$ cat config.mk
export PLATFORM = sky130hd
export DESIGN_NAME = decodeFrontEnd
export DESIGN_NICKNAME = d
export VERILOG_FILES = /design/src/frontEndPkg.sv /design/src/instFetch.sv /design/src/rv32Decoder.sv /design/src/decodeFrontEnd.sv
export VERILOG_INCLUDE_DIRS = /design/src
export SDC_FILE = /design/constraint.sdc
export NUM_CORES = 1
export LEC_CHECK = 0
export ABC_CLOCK_PERIOD_IN_PS = 14200
export BUFFER_PORTS_ARGS = -buffer_cell sky130_fd_sc_hd__buf_2
export CORE_MARGIN = 5
export CORE_UTILIZATION = 55
export CTS_CLUSTER_DIAMETER = 100
export DETAILED_ROUTE_END_ITERATION = 8
export PLACE_DENSITY_LB_ADDON = 0.05
export RECOVER_POWER = 100
export SYNTH_ARGS = -nofsm -noshare
export SYNTH_HDL_FRONTEND = slang
export SYNTH_HIERARCHICAL = 1
export SYNTH_SLANG_ARGS = --single-unit
$ cat constraint.sdc
create_clock -name clk -period 14.2 [get_ports clk]
set_clock_uncertainty 0.05 [all_clocks]
set_input_delay 3.55 -clock clk [delete_from_list [all_inputs] [get_ports clk]]
set_output_delay 3.55 -clock clk [all_outputs]
set_load 0.02 [all_outputs]
$ cat src/frontEndParams.svh
`ifndef FRONT_END_PARAMS_SVH
`define FRONT_END_PARAMS_SVH

// Data path and instruction word width
`define XLEN 32

// Wishbone byte address width
`define ADDR_W 32

`define RESET_PC 32'h0000_0000  // First fetch address after reset

`define INST_STEP 32'd4  // No compressed instructions, so every word is four bytes

`endif

$ cat src/frontEndPkg.sv
`include "frontEndParams.svh"

package frontEndPkg;

    typedef enum logic [5:0] {
        LUI, AUIPC, JAL, JALR,
        BEQ, BNE, BLT, BGE, BLTU, BGEU,
        LB, LH, LW, LBU, LHU,
        SB, SH, SW,
        ADDI, SLTI, SLTIU, XORI, ORI, ANDI, SLLI, SRLI, SRAI,
        ADD, SUB, SLL, SLT, SLTU, XOR, SRL, SRA, OR, AND,
        NOP, ILLEGAL
    } opCode_e;

    typedef enum logic [6:0] {
        ClassLui    = 7'b0110111,
        ClassAuipc  = 7'b0010111,
        ClassJal    = 7'b1101111,
        ClassJalr   = 7'b1100111,
        ClassBranch = 7'b1100011,
        ClassLoad   = 7'b0000011,
        ClassStore  = 7'b0100011,
        ClassOpImm  = 7'b0010011,
        ClassOp     = 7'b0110011,
        ClassNop    = 7'b0000000  // Also used for anything that fails decode
    } opClass_e;

    typedef struct packed {
        logic [6:0] funct7;
        logic [4:0] rs2;
        logic [4:0] rs1;
        logic [2:0] funct3;
        logic [4:0] rd;
        logic [6:0] opcode;
    } rType_t;

    typedef struct packed {
        logic [11:0] imm;
        logic [4:0]  rs1;
        logic [2:0]  funct3;
        logic [4:0]  rd;
        logic [6:0]  opcode;
    } iType_t;

    typedef struct packed {
        logic [6:0] immHi;
        logic [4:0] rs2;
        logic [4:0] rs1;
        logic [2:0] funct3;
        logic [4:0] immLo;
        logic [6:0] opcode;
    } sType_t;

    typedef struct packed {
        logic       immSign;  // imm[12]
        logic [5:0] immHi;    // imm[10:5]
        logic [4:0] rs2;
        logic [4:0] rs1;
        logic [2:0] funct3;
        logic [3:0] immLo;    // imm[4:1]
        logic       imm11;
        logic [6:0] opcode;
    } bType_t;

    typedef struct packed {
        logic [19:0] imm;
        logic [4:0]  rd;
        logic [6:0]  opcode;
    } uType_t;

    typedef struct packed {
        logic       immSign;  // imm[20]
        logic [9:0] immLo;    // imm[10:1]
        logic       imm11;
        logic [7:0] immHi;    // imm[19:12]
        logic [4:0] rd;
        logic [6:0] opcode;
    } jType_t;

    typedef union packed {
        rType_t rType;
        iType_t iType;
        sType_t sType;
        bType_t bType;
        uType_t uType;
        jType_t jType;
    } instWord_u;

    typedef struct packed {
        logic               cyc;
        logic               stb;
        logic               we;
        logic [`ADDR_W-1:0] adr;
    } wbReq_t;

    typedef struct packed {
        logic             ack;
        logic [`XLEN-1:0] dat;
    } wbRsp_t;

    typedef struct packed {
        logic [4:0]         rs1Name;
        logic [4:0]         rs2Name;
        logic [4:0]         rdName;
        opCode_e            opCode;
        opClass_e           opClass;
        logic [`ADDR_W-1:0] instAddr;
        logic [`XLEN-1:0]   imm;
    } decodedInst_t;

endpackage

$ cat src/instFetch.sv
`timescale 1ns/1ps
`include "frontEndParams.svh"

module instFetch import frontEndPkg::*; (
    input  logic               clk,
    input  logic               rstN,
    output wbReq_t             wbReq,
    input  wbRsp_t             wbRsp,
    input  logic               take,
    output instWord_u          instWord,
    output logic [`ADDR_W-1:0] instAddr,
    output logic               bufValid
);

    logic [`ADDR_W-1:0] pc;
    logic               busy;     // A read is outstanding on the bus
    logic               ackSeen;
    logic               bufFree;

    assign ackSeen = busy && wbRsp.ack;
    assign bufFree = !bufValid || take;  // Empty now or emptied on this edge

    // Classic read cycle, address held by the PC until ack
    assign wbReq = '{cyc: busy, stb: busy, we: 1'b0, adr: pc};

    always_ff @(posedge clk) begin
        if (!rstN) begin
            pc       <= `RESET_PC;
            busy     <= 1'b0;
            bufValid <= 1'b0;
        end else begin
            if (ackSeen) begin
                pc   <= pc + `INST_STEP;
                busy <= 1'b0;  // Cycle ends, no back-to-back strobe
            end else if (!busy && bufFree) begin
                busy <= 1'b1;
            end

            if (ackSeen) begin
                bufValid <= 1'b1;
            end else if (take) begin
                bufValid <= 1'b0;
            end
        end
    end

    // Buffer payload, loaded only when a word arrives
    always_ff @(posedge clk) begin
        if (ackSeen) begin
            instWord <= wbRsp.dat;
            instAddr <= pc;
        end
    end

endmodule

$ cat src/rv32Decoder.sv
`timescale 1ns/1ps
`include "frontEndParams.svh"

module rv32Decoder import frontEndPkg::*; (
    input  logic               clk,
    input  logic               rstN,
    input  instWord_u          instWord,
    input  logic [`ADDR_W-1:0] instAddr,
    input  logic               bufValid,
    input  logic               stall,
    output logic               take,
    output decodedInst_t       decOut,
    output logic               decValid
);

    localparam logic [6:0] Funct7Base = 7'b0000000;
    localparam logic [6:0] Funct7Alt  = 7'b0100000;  // SUB and SRA/SRAI

    logic [6:0]       opcode;
    logic [2:0]       funct3;
    logic [6:0]       funct7;
    logic [`XLEN-1:0] immI;
    logic [`XLEN-1:0] immS;
    logic [`XLEN-1:0] immB;
    logic [`XLEN-1:0] immU;
    logic [`XLEN-1:0] immJ;
    logic [`XLEN-1:0] nextImm;
    opCode_e          nextOp;
    opClass_e         nextClass;
    decodedInst_t     nextRec;
    logic             canLoad;

    assign opcode = instWord.rType.opcode;
    assign funct3 = instWord.iType.funct3;
    assign funct7 = instWord.rType.funct7;

    assign immI = {{20{instWord.iType.imm[11]}}, instWord.iType.imm};
    assign immS = {{20{instWord.sType.immHi[6]}}, instWord.sType.immHi, instWord.sType.immLo};
    assign immB = {{19{instWord.bType.immSign}}, instWord.bType.immSign, instWord.bType.imm11,
                   instWord.bType.immHi, instWord.bType.immLo, 1'b0};
    assign immU = {instWord.uType.imm, 12'b0};
    assign immJ = {{11{instWord.jType.immSign}}, instWord.jType.immSign, instWord.jType.immHi,
                   instWord.jType.imm11, instWord.jType.immLo, 1'b0};

    always_comb begin
        nextOp  = ILLEGAL;
        nextImm = '0;  // R-type and unknown opcodes carry no immediate
        case (opcode)
            ClassLui: begin
                nextOp  = LUI;
                nextImm = immU;
            end
            ClassAuipc: begin
                nextOp  = AUIPC;
                nextImm = immU;
            end
            ClassJal: begin
                nextOp  = JAL;
                nextImm = immJ;
            end
            ClassJalr: begin
                nextImm = immI;
                if (funct3 == 3'b000) begin
                    nextOp = JALR;
                end
            end
            ClassBranch: begin
                nextImm = immB;
                case (funct3)
                    3'b000: nextOp = BEQ;
                    3'b001: nextOp = BNE;
                    3'b100: nextOp = BLT;
                    3'b101: nextOp = BGE;
                    3'b110: nextOp = BLTU;
                    3'b111: nextOp = BGEU;
                    default: ;
                endcase
            end
            ClassLoad: begin
                nextImm = immI;
                case (funct3)
                    3'b000: nextOp = LB;
                    3'b001: nextOp = LH;
                    3'b010: nextOp = LW;
                    3'b100: nextOp = LBU;
                    3'b101: nextOp = LHU;
                    default: ;
                endcase
            end
            ClassStore: begin
                nextImm = immS;
                case (funct3)
                    3'b000: nextOp = SB;
                    3'b001: nextOp = SH;
                    3'b010: nextOp = SW;
                    default: ;
                endcase
            end
            ClassOpImm: begin
                nextImm = immI;
                case (funct3)
                    3'b000: nextOp = ADDI;
                    3'b010: nextOp = SLTI;
                    3'b011: nextOp = SLTIU;
                    3'b100: nextOp = XORI;
                    3'b110: nextOp = ORI;
                    3'b111: nextOp = ANDI;
                    3'b001: begin
                        if (funct7 == Funct7Base) begin
                            nextOp = SLLI;
                        end
                    end
                    3'b101: begin
                        if (funct7 == Funct7Base) begin
                            nextOp = SRLI;
                        end else if (funct7 == Funct7Alt) begin
                            nextOp = SRAI;
                        end
                    end
                    default: ;
                endcase
            end
            ClassOp: begin
                if (funct7 == Funct7Base) begin
                    case (funct3)
                        3'b000: nextOp = ADD;
                        3'b001: nextOp = SLL;
                        3'b010: nextOp = SLT;
                        3'b011: nextOp = SLTU;
                        3'b100: nextOp = XOR;
                        3'b101: nextOp = SRL;
                        3'b110: nextOp = OR;
                        3'b111: nextOp = AND;
                        default: ;
                    endcase
                end else if (funct7 == Funct7Alt) begin
                    case (funct3)
                        3'b000: nextOp = SUB;
                        3'b101: nextOp = SRA;
                        default: ;
                    endcase
                end
            end
            default: ;
        endcase
    end

    // The class is the opcode field itself unless decode failed
    assign nextClass = (nextOp == ILLEGAL) ? ClassNop : opClass_e'(opcode);

    assign nextRec = '{
        rs1Name:  instWord.rType.rs1,
        rs2Name:  instWord.rType.rs2,
        rdName:   instWord.rType.rd,
        opCode:   nextOp,
        opClass:  nextClass,
        instAddr: instAddr,
        imm:      nextImm
    };

    assign canLoad = !decValid || !stall;  // A stalled valid record must hold
    assign take    = bufValid && canLoad;

    always_ff @(posedge clk) begin
        if (!rstN) begin
            decValid       <= 1'b0;
            decOut.opCode  <= NOP;
            decOut.opClass <= ClassNop;
        end else begin
            if (canLoad) begin
                decValid <= bufValid;
            end
            if (take) begin
                decOut <= nextRec;
            end
        end
    end

endmodule

$ cat src/decodeFrontEnd.sv
`timescale 1ns/1ps
`include "frontEndParams.svh"

module decodeFrontEnd import frontEndPkg::*; (
    input  logic         clk,
    input  logic         rstN,
    output wbReq_t       wbReq,
    input  wbRsp_t       wbRsp,
    input  logic         stall,
    output decodedInst_t decOut,
    output logic         decValid
);

    instWord_u          instWord;
    logic [`ADDR_W-1:0] instAddr;
    logic               bufValid;
    logic               take;

    instFetch fetch (
        .clk      (clk),
        .rstN     (rstN),
        .wbReq    (wbReq),
        .wbRsp    (wbRsp),
        .take     (take),
        .instWord (instWord),
        .instAddr (instAddr),
        .bufValid (bufValid)
    );

    rv32Decoder decoder (
        .clk      (clk),
        .rstN     (rstN),
        .instWord (instWord),
        .instAddr (instAddr),
        .bufValid (bufValid),
        .stall    (stall),
        .take     (take),
        .decOut   (decOut),
        .decValid (decValid)
    );

endmodule

==> results of run 1 <==
-- layer usage --
| metal | wire, µm | global-route usage, % | part of all wire (%) |
|---|---|---|---|
| met1 | 6813 | 25.77 | 39 |
| met2 | 9100 | 36.04 | 52 |
| met3 | 1104 | 5.292 | 6.3 |
| met4 | 412 | 8.552 | 2.4 |
| met5 | 0 | 0 | 0 |
-- power breakdown --
group          total [mW]  switching (mW)  internal [mW]
sequential          0.617          0.0118          0.605
combinational      0.0586          0.0428         0.0158
clock               0.467           0.213          0.254
-- worst reg2reg max path: cells and delay by family (launching register included) --
kind,cells,cell delay [ns]
and+or+nand+nor,2,2.73
buffers and inverters,1,1.73
DFF,1,0.42
-- area by class of cell --
cell class	count	area share, %
clock buffer	18	4.934
clock inverter	14	1.687
inverter	17	0.7169
tap	180	2.530
timing repair buffer	162	7.267
multi-input combinational	342	24.95
sequential	187	57.91
-- cell families after synthesis --
family	after synthesis
AOI/OAI and AO/OA	129
xor gates and xnor gates	10
adders and majority gates	8
buffers and inverters	53
DFF	187
muxes	2
other	1
and+or+nand+nor	188
-- layout by cell type (no fill, tap or decap), types with 9 or more instances in the layout --
cell       netlist  layout
o21ai_0         12      12
edfxtp_1       141     141
a21oi_1         27      27
clkbuf_16        0      17
or4_1           15      15
nand3_1         24      24
clkbuf_1        15     131
o211ai_1        11      11
nor3_1          12      12
nand4_1          9       9
nand2_1         31      31
nand2b_1        12      12
nor2_1          34      34
a21o_1          21      21
inv_1           17      17
buf_2           11      31
dfxtp_1         46      46
o31ai_1         14      14
-- path summary, 6_finish.rpt --
check / end / slack (ns) / cells after the start
setup / recovery: decoder/decOut[15]$_DFFE_PP_ / 5.63 / 4
hold / removal: decoder/decOut[48]$_DFFE_PP_ / 0.37 / 0
setup reg to reg: decoder/decOut[15]$_DFFE_PP_ / 8.83 / 3
hold reg to reg: decoder/decOut[48]$_DFFE_PP_ / 0.37 / 0
-- flip-flops by register name, indices dropped and copies added, names as in the netlist --
name and cells:
decoder/decOut 92, decoder/decValid 1, fetch/bufValid 1, fetch/busy 1, fetch/instAddr 30, fetch/instWord 32
fetch/pc 30
-- metrics by stage --
stage / hold slack (ns) / total power, mW
after detailed placement: 0.3545 / 0.6906
after floorplan: 0.3503 / 0.6676
after CTS: 0.3672 / 1.154
final: 0.3681 / 1.142
after global routing: 0.3730 / 1.183
after global placement: 0.3511 / 0.6893
==> impl_metrics.csv, run 1 <==
group,metric,value,unit
sta,rsz0062_at_grt,"no",
die,start_util,55.57,%
worst_setup_path,crit_path_end_kind,"flip-flop",
die,core,0.01372,mm²
worst_setup_path,cp_max_fo,41,
drt,routed_via_density,5.839,
global_routing,grt_max_degree,42,
placement,preCtsSetupSlack,8.046,ns
die,die_x,127.7,µm
yosys,synthTopCellsByArea,"edfxtp_1 (56%), dfxtp_1 (12%), a21o_1 (2.1%)",
worst_setup_path,crit_type,"in2reg",
yosys,synth_fa_ha_area_share,1.313,%
cells_and_area,areaGrowthSynthToFinish,16.76,%
yosys,yosys.area_share.simple,14.11,%
sta,relSlewSlack,-102.5,%
yosys,synth.avg_cell_area,13.19,µm²
placement,numPortBuffers,160,
yosys,synth_seq_cells,187,
drt,firstDrtPassIters,5,
die,rows,43,
worst_setup_path,cp_top_family,"buffers and inverters",
clock_network,cts_root_buffer,"clkbuf_16",
placement,routabilityCongestion,0.9087,
outcome,status,"finished, violations left",
sta,fin_setup_tns,0,ns
cells_and_area,multiInputGateArea,0.002221,mm²
worst_setup_path,crit_chain,"clkbuf_1 -> inv_1 -> nor2_1 -> clkbuf_1",
drt,drt_iter0_markers,517,
yosys,synth_xor_area_share,1.149,%
placement,placed_area,0.008511,mm²
yosys,syn_area,0.007624,mm²
yosys,synth_flop_cell,"edfxtp_1",
sta,finalSetupViolations,0,
yosys,yosysTopAreaCell,"edfxtp_1",
yosys,synth.most_common_cell,"edfxtp_1",
sta,fmax,116.6,MHz
pwr,p_per_area,128.3,mW/mm²
clock_network,cts.sinks,187,
worst_hold_path,min_from,"fetch/instAddr[16]$_DFFE_PP_",
placement,place_inst,888,
yosys,ys_seq_area_share,67.62,%
worst_setup_path,critPathMaxStageDelay,2.28,ns
global_routing,antenna_found_initial,0,
worst_setup_path,cp.required,14.15,ns
worst_setup_path,slowest_stage,"nor2_1",
sta,setup_ws,5.626,ns
worst_setup_path,crit_path_frequent_cell,"clkbuf_1",
cells_and_area,drive_gt1_share,10.54,%
drt,vias,5372,
clock_network,cts_buffer_depth,2,
yosys,synth_compound_area_share,12.34,%
placement,dpl.hpwl,12.11,mm
yosys,yosysWarnings,6,
cells_and_area,ff_latch_area,0.005155,mm²
worst_setup_path,critPathLaunchType,"input port",
drt,wl_per_cell,18.95,µm
sta,min_period,8.574,ns
sta,final_hold_viol_count,0,
global_routing,grt_pass1_wl,26.82,mm
die,die_area,0.01632,mm²
clock_network,cts_setup_buffers,0,
clock_network,clk_pin_slew,0.07,ns
yosys,synth.top_cells.by_count,"edfxtp_1 (141), dfxtp_1 (46), nor2_1 (34)",
drt,ant_nets,0,
yosys,synth_top_area_share,55.54,%
cells_and_area,fin_area,0.008901,mm²
clock_network,cts_buffers,17,
pwr,peakVddDrop,0.00007918,V
clock_network,clock_latency,0.43,ns
global_routing,grt_usage,21.12,%
clock_network,cts_resized,0,
yosys,synth_top_family_by_area,"simple AND/OR/NAND/NOR gates",
sta,post-route-period-util,60.38,%
yosys,syn_inst,578,
global_routing,overflow,0,
cells_and_area,n_antenna_cell,0,
yosys,synthArstFlopShare,0,%
clock_network,hold_buffers,0,
pwr,static-leakage-power,3.149,nW
sta,slew_violations,119,
cells_and_area,fin_util,64.88,%
clock_network,cts_tree,"yes",
cells_and_area,finalNonFillerCells,920,
cells_and_area,fillers,1155,
clock_network,htreeDepth,4,
yosys,synth_cell_types,71,
run,cap_violations,3,
global_routing,grt_pass1_vias,5171,
worst_setup_path,cp-startpoint,"rstN",
worst_setup_path,r2r_start,"fetch/bufValid$_SDFFE_PN0P_",
cells_and_area,fin_nets,771,
outcome,violations,"max-capacitance violations, max-slew violations",
worst_setup_path,critPathArrivalTime,8.52,ns
worst_hold_path,min_path_type,"reg2reg",
die,die_y,127.7,µm
die,pin_count,164,
drt,drc,0,
yosys,synth.area.mux_share,0.2626,%
drt,wl,17.43,mm
worst_setup_path,path_buf_inv,3,
sta,worst_pin_slew,3.026,ns
yosys,synth_edf_count,141,
Power figures use the tool's default switching activity.
==> run 2, diff against run 1 <==
Settings changed: ABC_CLOCK_PERIOD_IN_PS 14200 to 7120, CORE_UTILIZATION 55 to 49.
Clock period 14.2 ns to 7.12 ns, I/O delays scaled along.
==> run 2 against run 1 <==
  * Critical path type unchanged
  * Combinational power is 98% higher
  * Worst hold slack hardly changed
  * Die area is 11% higher
  * Cell count is 3.4% higher
  * The flow still finishes with violations (max-capacitance violations, max-slew violations)
  * Clock power is 95% higher
  * Highest routed layer unchanged
==> impl_metrics.csv, run 2 (synthesis results as in run 1) <==
group,metric,value,unit
placement,dpl.hpwl,12.49,mm
drt,drt_iter0_markers,478,
worst_setup_path,worstReg2RegEnd,"fetch/instWord[6]$_DFFE_PP_",
clock_network,cts_setup_buffers,0,
die,core,0.01526,mm²
sta,min_period,4.755,ns
pwr,static-leakage-power,3.141,nW
pwr,peakVddDrop,0.0001574,V
worst_setup_path,critPathArrivalTime,4.67,ns
drt,ant_nets,0,
cells_and_area,drive_gt1_share,10.14,%
global_routing,grt_max_degree,80,
worst_setup_path,cp.required,7.04,ns
worst_hold_path,min_from,"fetch/instAddr[3]$_DFFE_PP_",
cells_and_area,ff_latch_area,0.005155,mm²
worst_setup_path,crit_type,"in2reg",
global_routing,antenna_found_initial,0,
outcome,violations,"max-capacitance violations, max-slew violations",
worst_setup_path,cp_top_family,"buffers and inverters",
cells_and_area,largest_register_ffs,92,
die,pin_count,164,
clock_network,cts_buffer_depth,2,
clock_network,cts_tree,"yes",
cells_and_area,final_cell_mix,"edfxtp_1 (141), clkbuf_1 (130), dfxtp_1 (46), buf_2 (34), nor2_1 (33)",
worst_setup_path,critPathMaxStageDelay,2.18,ns
worst_setup_path,crit_chain,"buf_2 -> nand2_1 -> inv_1 -> clkbuf_1",
worst_hold_path,min_to,"decoder/decOut[35]$_DFFE_PP_",
pwr,p_int,1.763,mW
worst_setup_path,critPathLaunchType,"input port",
sta,holdWs,0.3684,ns
placement,numPortBuffers,160,
cells_and_area,fin_nets,771,
worst_hold_path,hold_depth,0,
clock_network,cts_root_buffer,"clkbuf_16",
clock_network,clk_pin_slew,0.06,ns
drt,vias,5275,
sta,relSlewSlack,-101.3,%
pwr,switchingPower,0.4952,mW
pwr,sw_frac_of_total,21.93,%
pwr,p_seq_share,54.6,%
sta,final_hold_viol_count,0,
worst_setup_path,slowest_stage,"clkbuf_1",
cells_and_area,multiInputGateArea,0.002191,mm²
die,die_y,134.7,µm
worst_setup_path,r2r_start,"fetch/busy$_SDFFE_PP0P_",
cells_and_area,fillers,1326,
run,cap_violations,2,
clock_network,clock_latency,0.42,ns
worst_hold_path,min_path_type,"reg2reg",
sta,rsz0062_at_grt,"no",
placement,routabilityCongestion,0.8693,
die,die_x,134.7,µm
drt,drc,0,
die,die_area,0.01815,mm²
clock_network,hold_buffers,0,
global_routing,grt_pass1_wl,27.59,mm
cells_and_area,fin_util,58.33,%
die,start_util,49.96,%
placement,preCtsSetupSlack,3.302,ns
clock_network,cts_buffers,17,
sta,post-route-period-util,66.79,%
drt,routed_via_density,5.547,
drt,firstDrtPassIters,5,
global_routing,grt_usage,19.56,%
worst_setup_path,cp_max_fo,54,
cells_and_area,reg_top3,"decoder/decOut (92), fetch/instWord (32)",
cells_and_area,final_common_cell,"edfxtp_1",
pwr,power_frac_comb,5.2,%
cells_and_area,top_register,"decoder/decOut",
cells_and_area,n_antenna_cell,0,
worst_setup_path,crit_path_end_kind,"flip-flop",
worst_setup_path,r2r_cells,3,
sta,slew_violations,135,
die,rows,45,
pwr,p_clk_share,40.2,%
worst_setup_path,ff2ff_setup_slack,3.25,ns
clock_network,cts.sinks,187,
pwr,p_per_area,253.8,mW/mm²
sta,finalSetupViolations,0,
outcome,status,"finished, violations left",
cells_and_area,areaGrowthSynthToFinish,16.74,%
sta,fmax,210.3,MHz
worst_setup_path,path_buf_inv,3,
drt,wl_per_cell,18.77,µm
sta,worst_pin_slew,3.019,ns
sta,fin_setup_tns,0,ns
clock_network,cts_resized,0,
global_routing,grt_pass1_vias,5049,
clock_network,htreeDepth,4,
drt,wl,17.85,mm
sta,setup_ws,2.365,ns
global_routing,overflow,0,
run 2: layer usage:
metal	track usage (%)	part of all wire [%]	vias up
li1	-	-	2504
met1	24.83	42	2578
met5	0	0	-
met2	32.32	51	165
met4	6.731	2.0	0
met3	5.589	5.5	28
run 2: final cells by class:
| type | count | share of cell area, % |
|---|---|---|
| well taps | 211 | 2.966 |
| clock inverters | 9 | 0.9560 |
| repair buffers | 162 | 7.325 |
| flip-flops and latches | 187 | 57.92 |
| inverters | 17 | 0.7170 |
| clock buffers | 23 | 5.497 |
| multi-input cells | 342 | 24.62 |
run 2: worst max path at each step:
stage / startpoint / depth (start not counted) / end
after CTS: stall / 5 / decoder/decOut[35]$_DFFE_PP_
after global routing: wbRsp[32] / 4 / fetch/instWord[6]$_DFFE_PP_
after detailed placement: stall / 5 / decoder/decOut[37]$_DFFE_PP_
final: wbRsp[32] / 4 / fetch/instWord[6]$_DFFE_PP_
after global placement: stall / 5 / decoder/decOut[32]$_DFFE_PP_
after floorplan: stall / 4 / decoder/decOut[0]$_DFFE_PP_
run 2: power groups by stage:
stage | clock network [mW] | registers, mW | logic, mW
after floorplan | 0 | 1.27 | 0.0633
after global placement | 0 | 1.25 | 0.123
after detailed placement | 0 | 1.25 | 0.124
after CTS | 0.929 | 1.23 | 0.125
after global routing | 0.978 | 1.24 | 0.127
final | 0.909 | 1.23 | 0.116
run 2: worst reg2reg max path: stages, from the launching register on:
cell	delay, ns
dfxtp_1	0.48
nand2_1	0.21
inv_1	0.45
clkbuf_1	2.19
run 2: metrics by stage:
stage	instances	cell area, µm²	total power, mW
floorplan	582	7639	1.331
global placement	919	8549	1.376
detailed placement	919	8549	1.378
CTS	951	9124	2.284
global route	951	8900	2.341
finish	951	8900	2.258
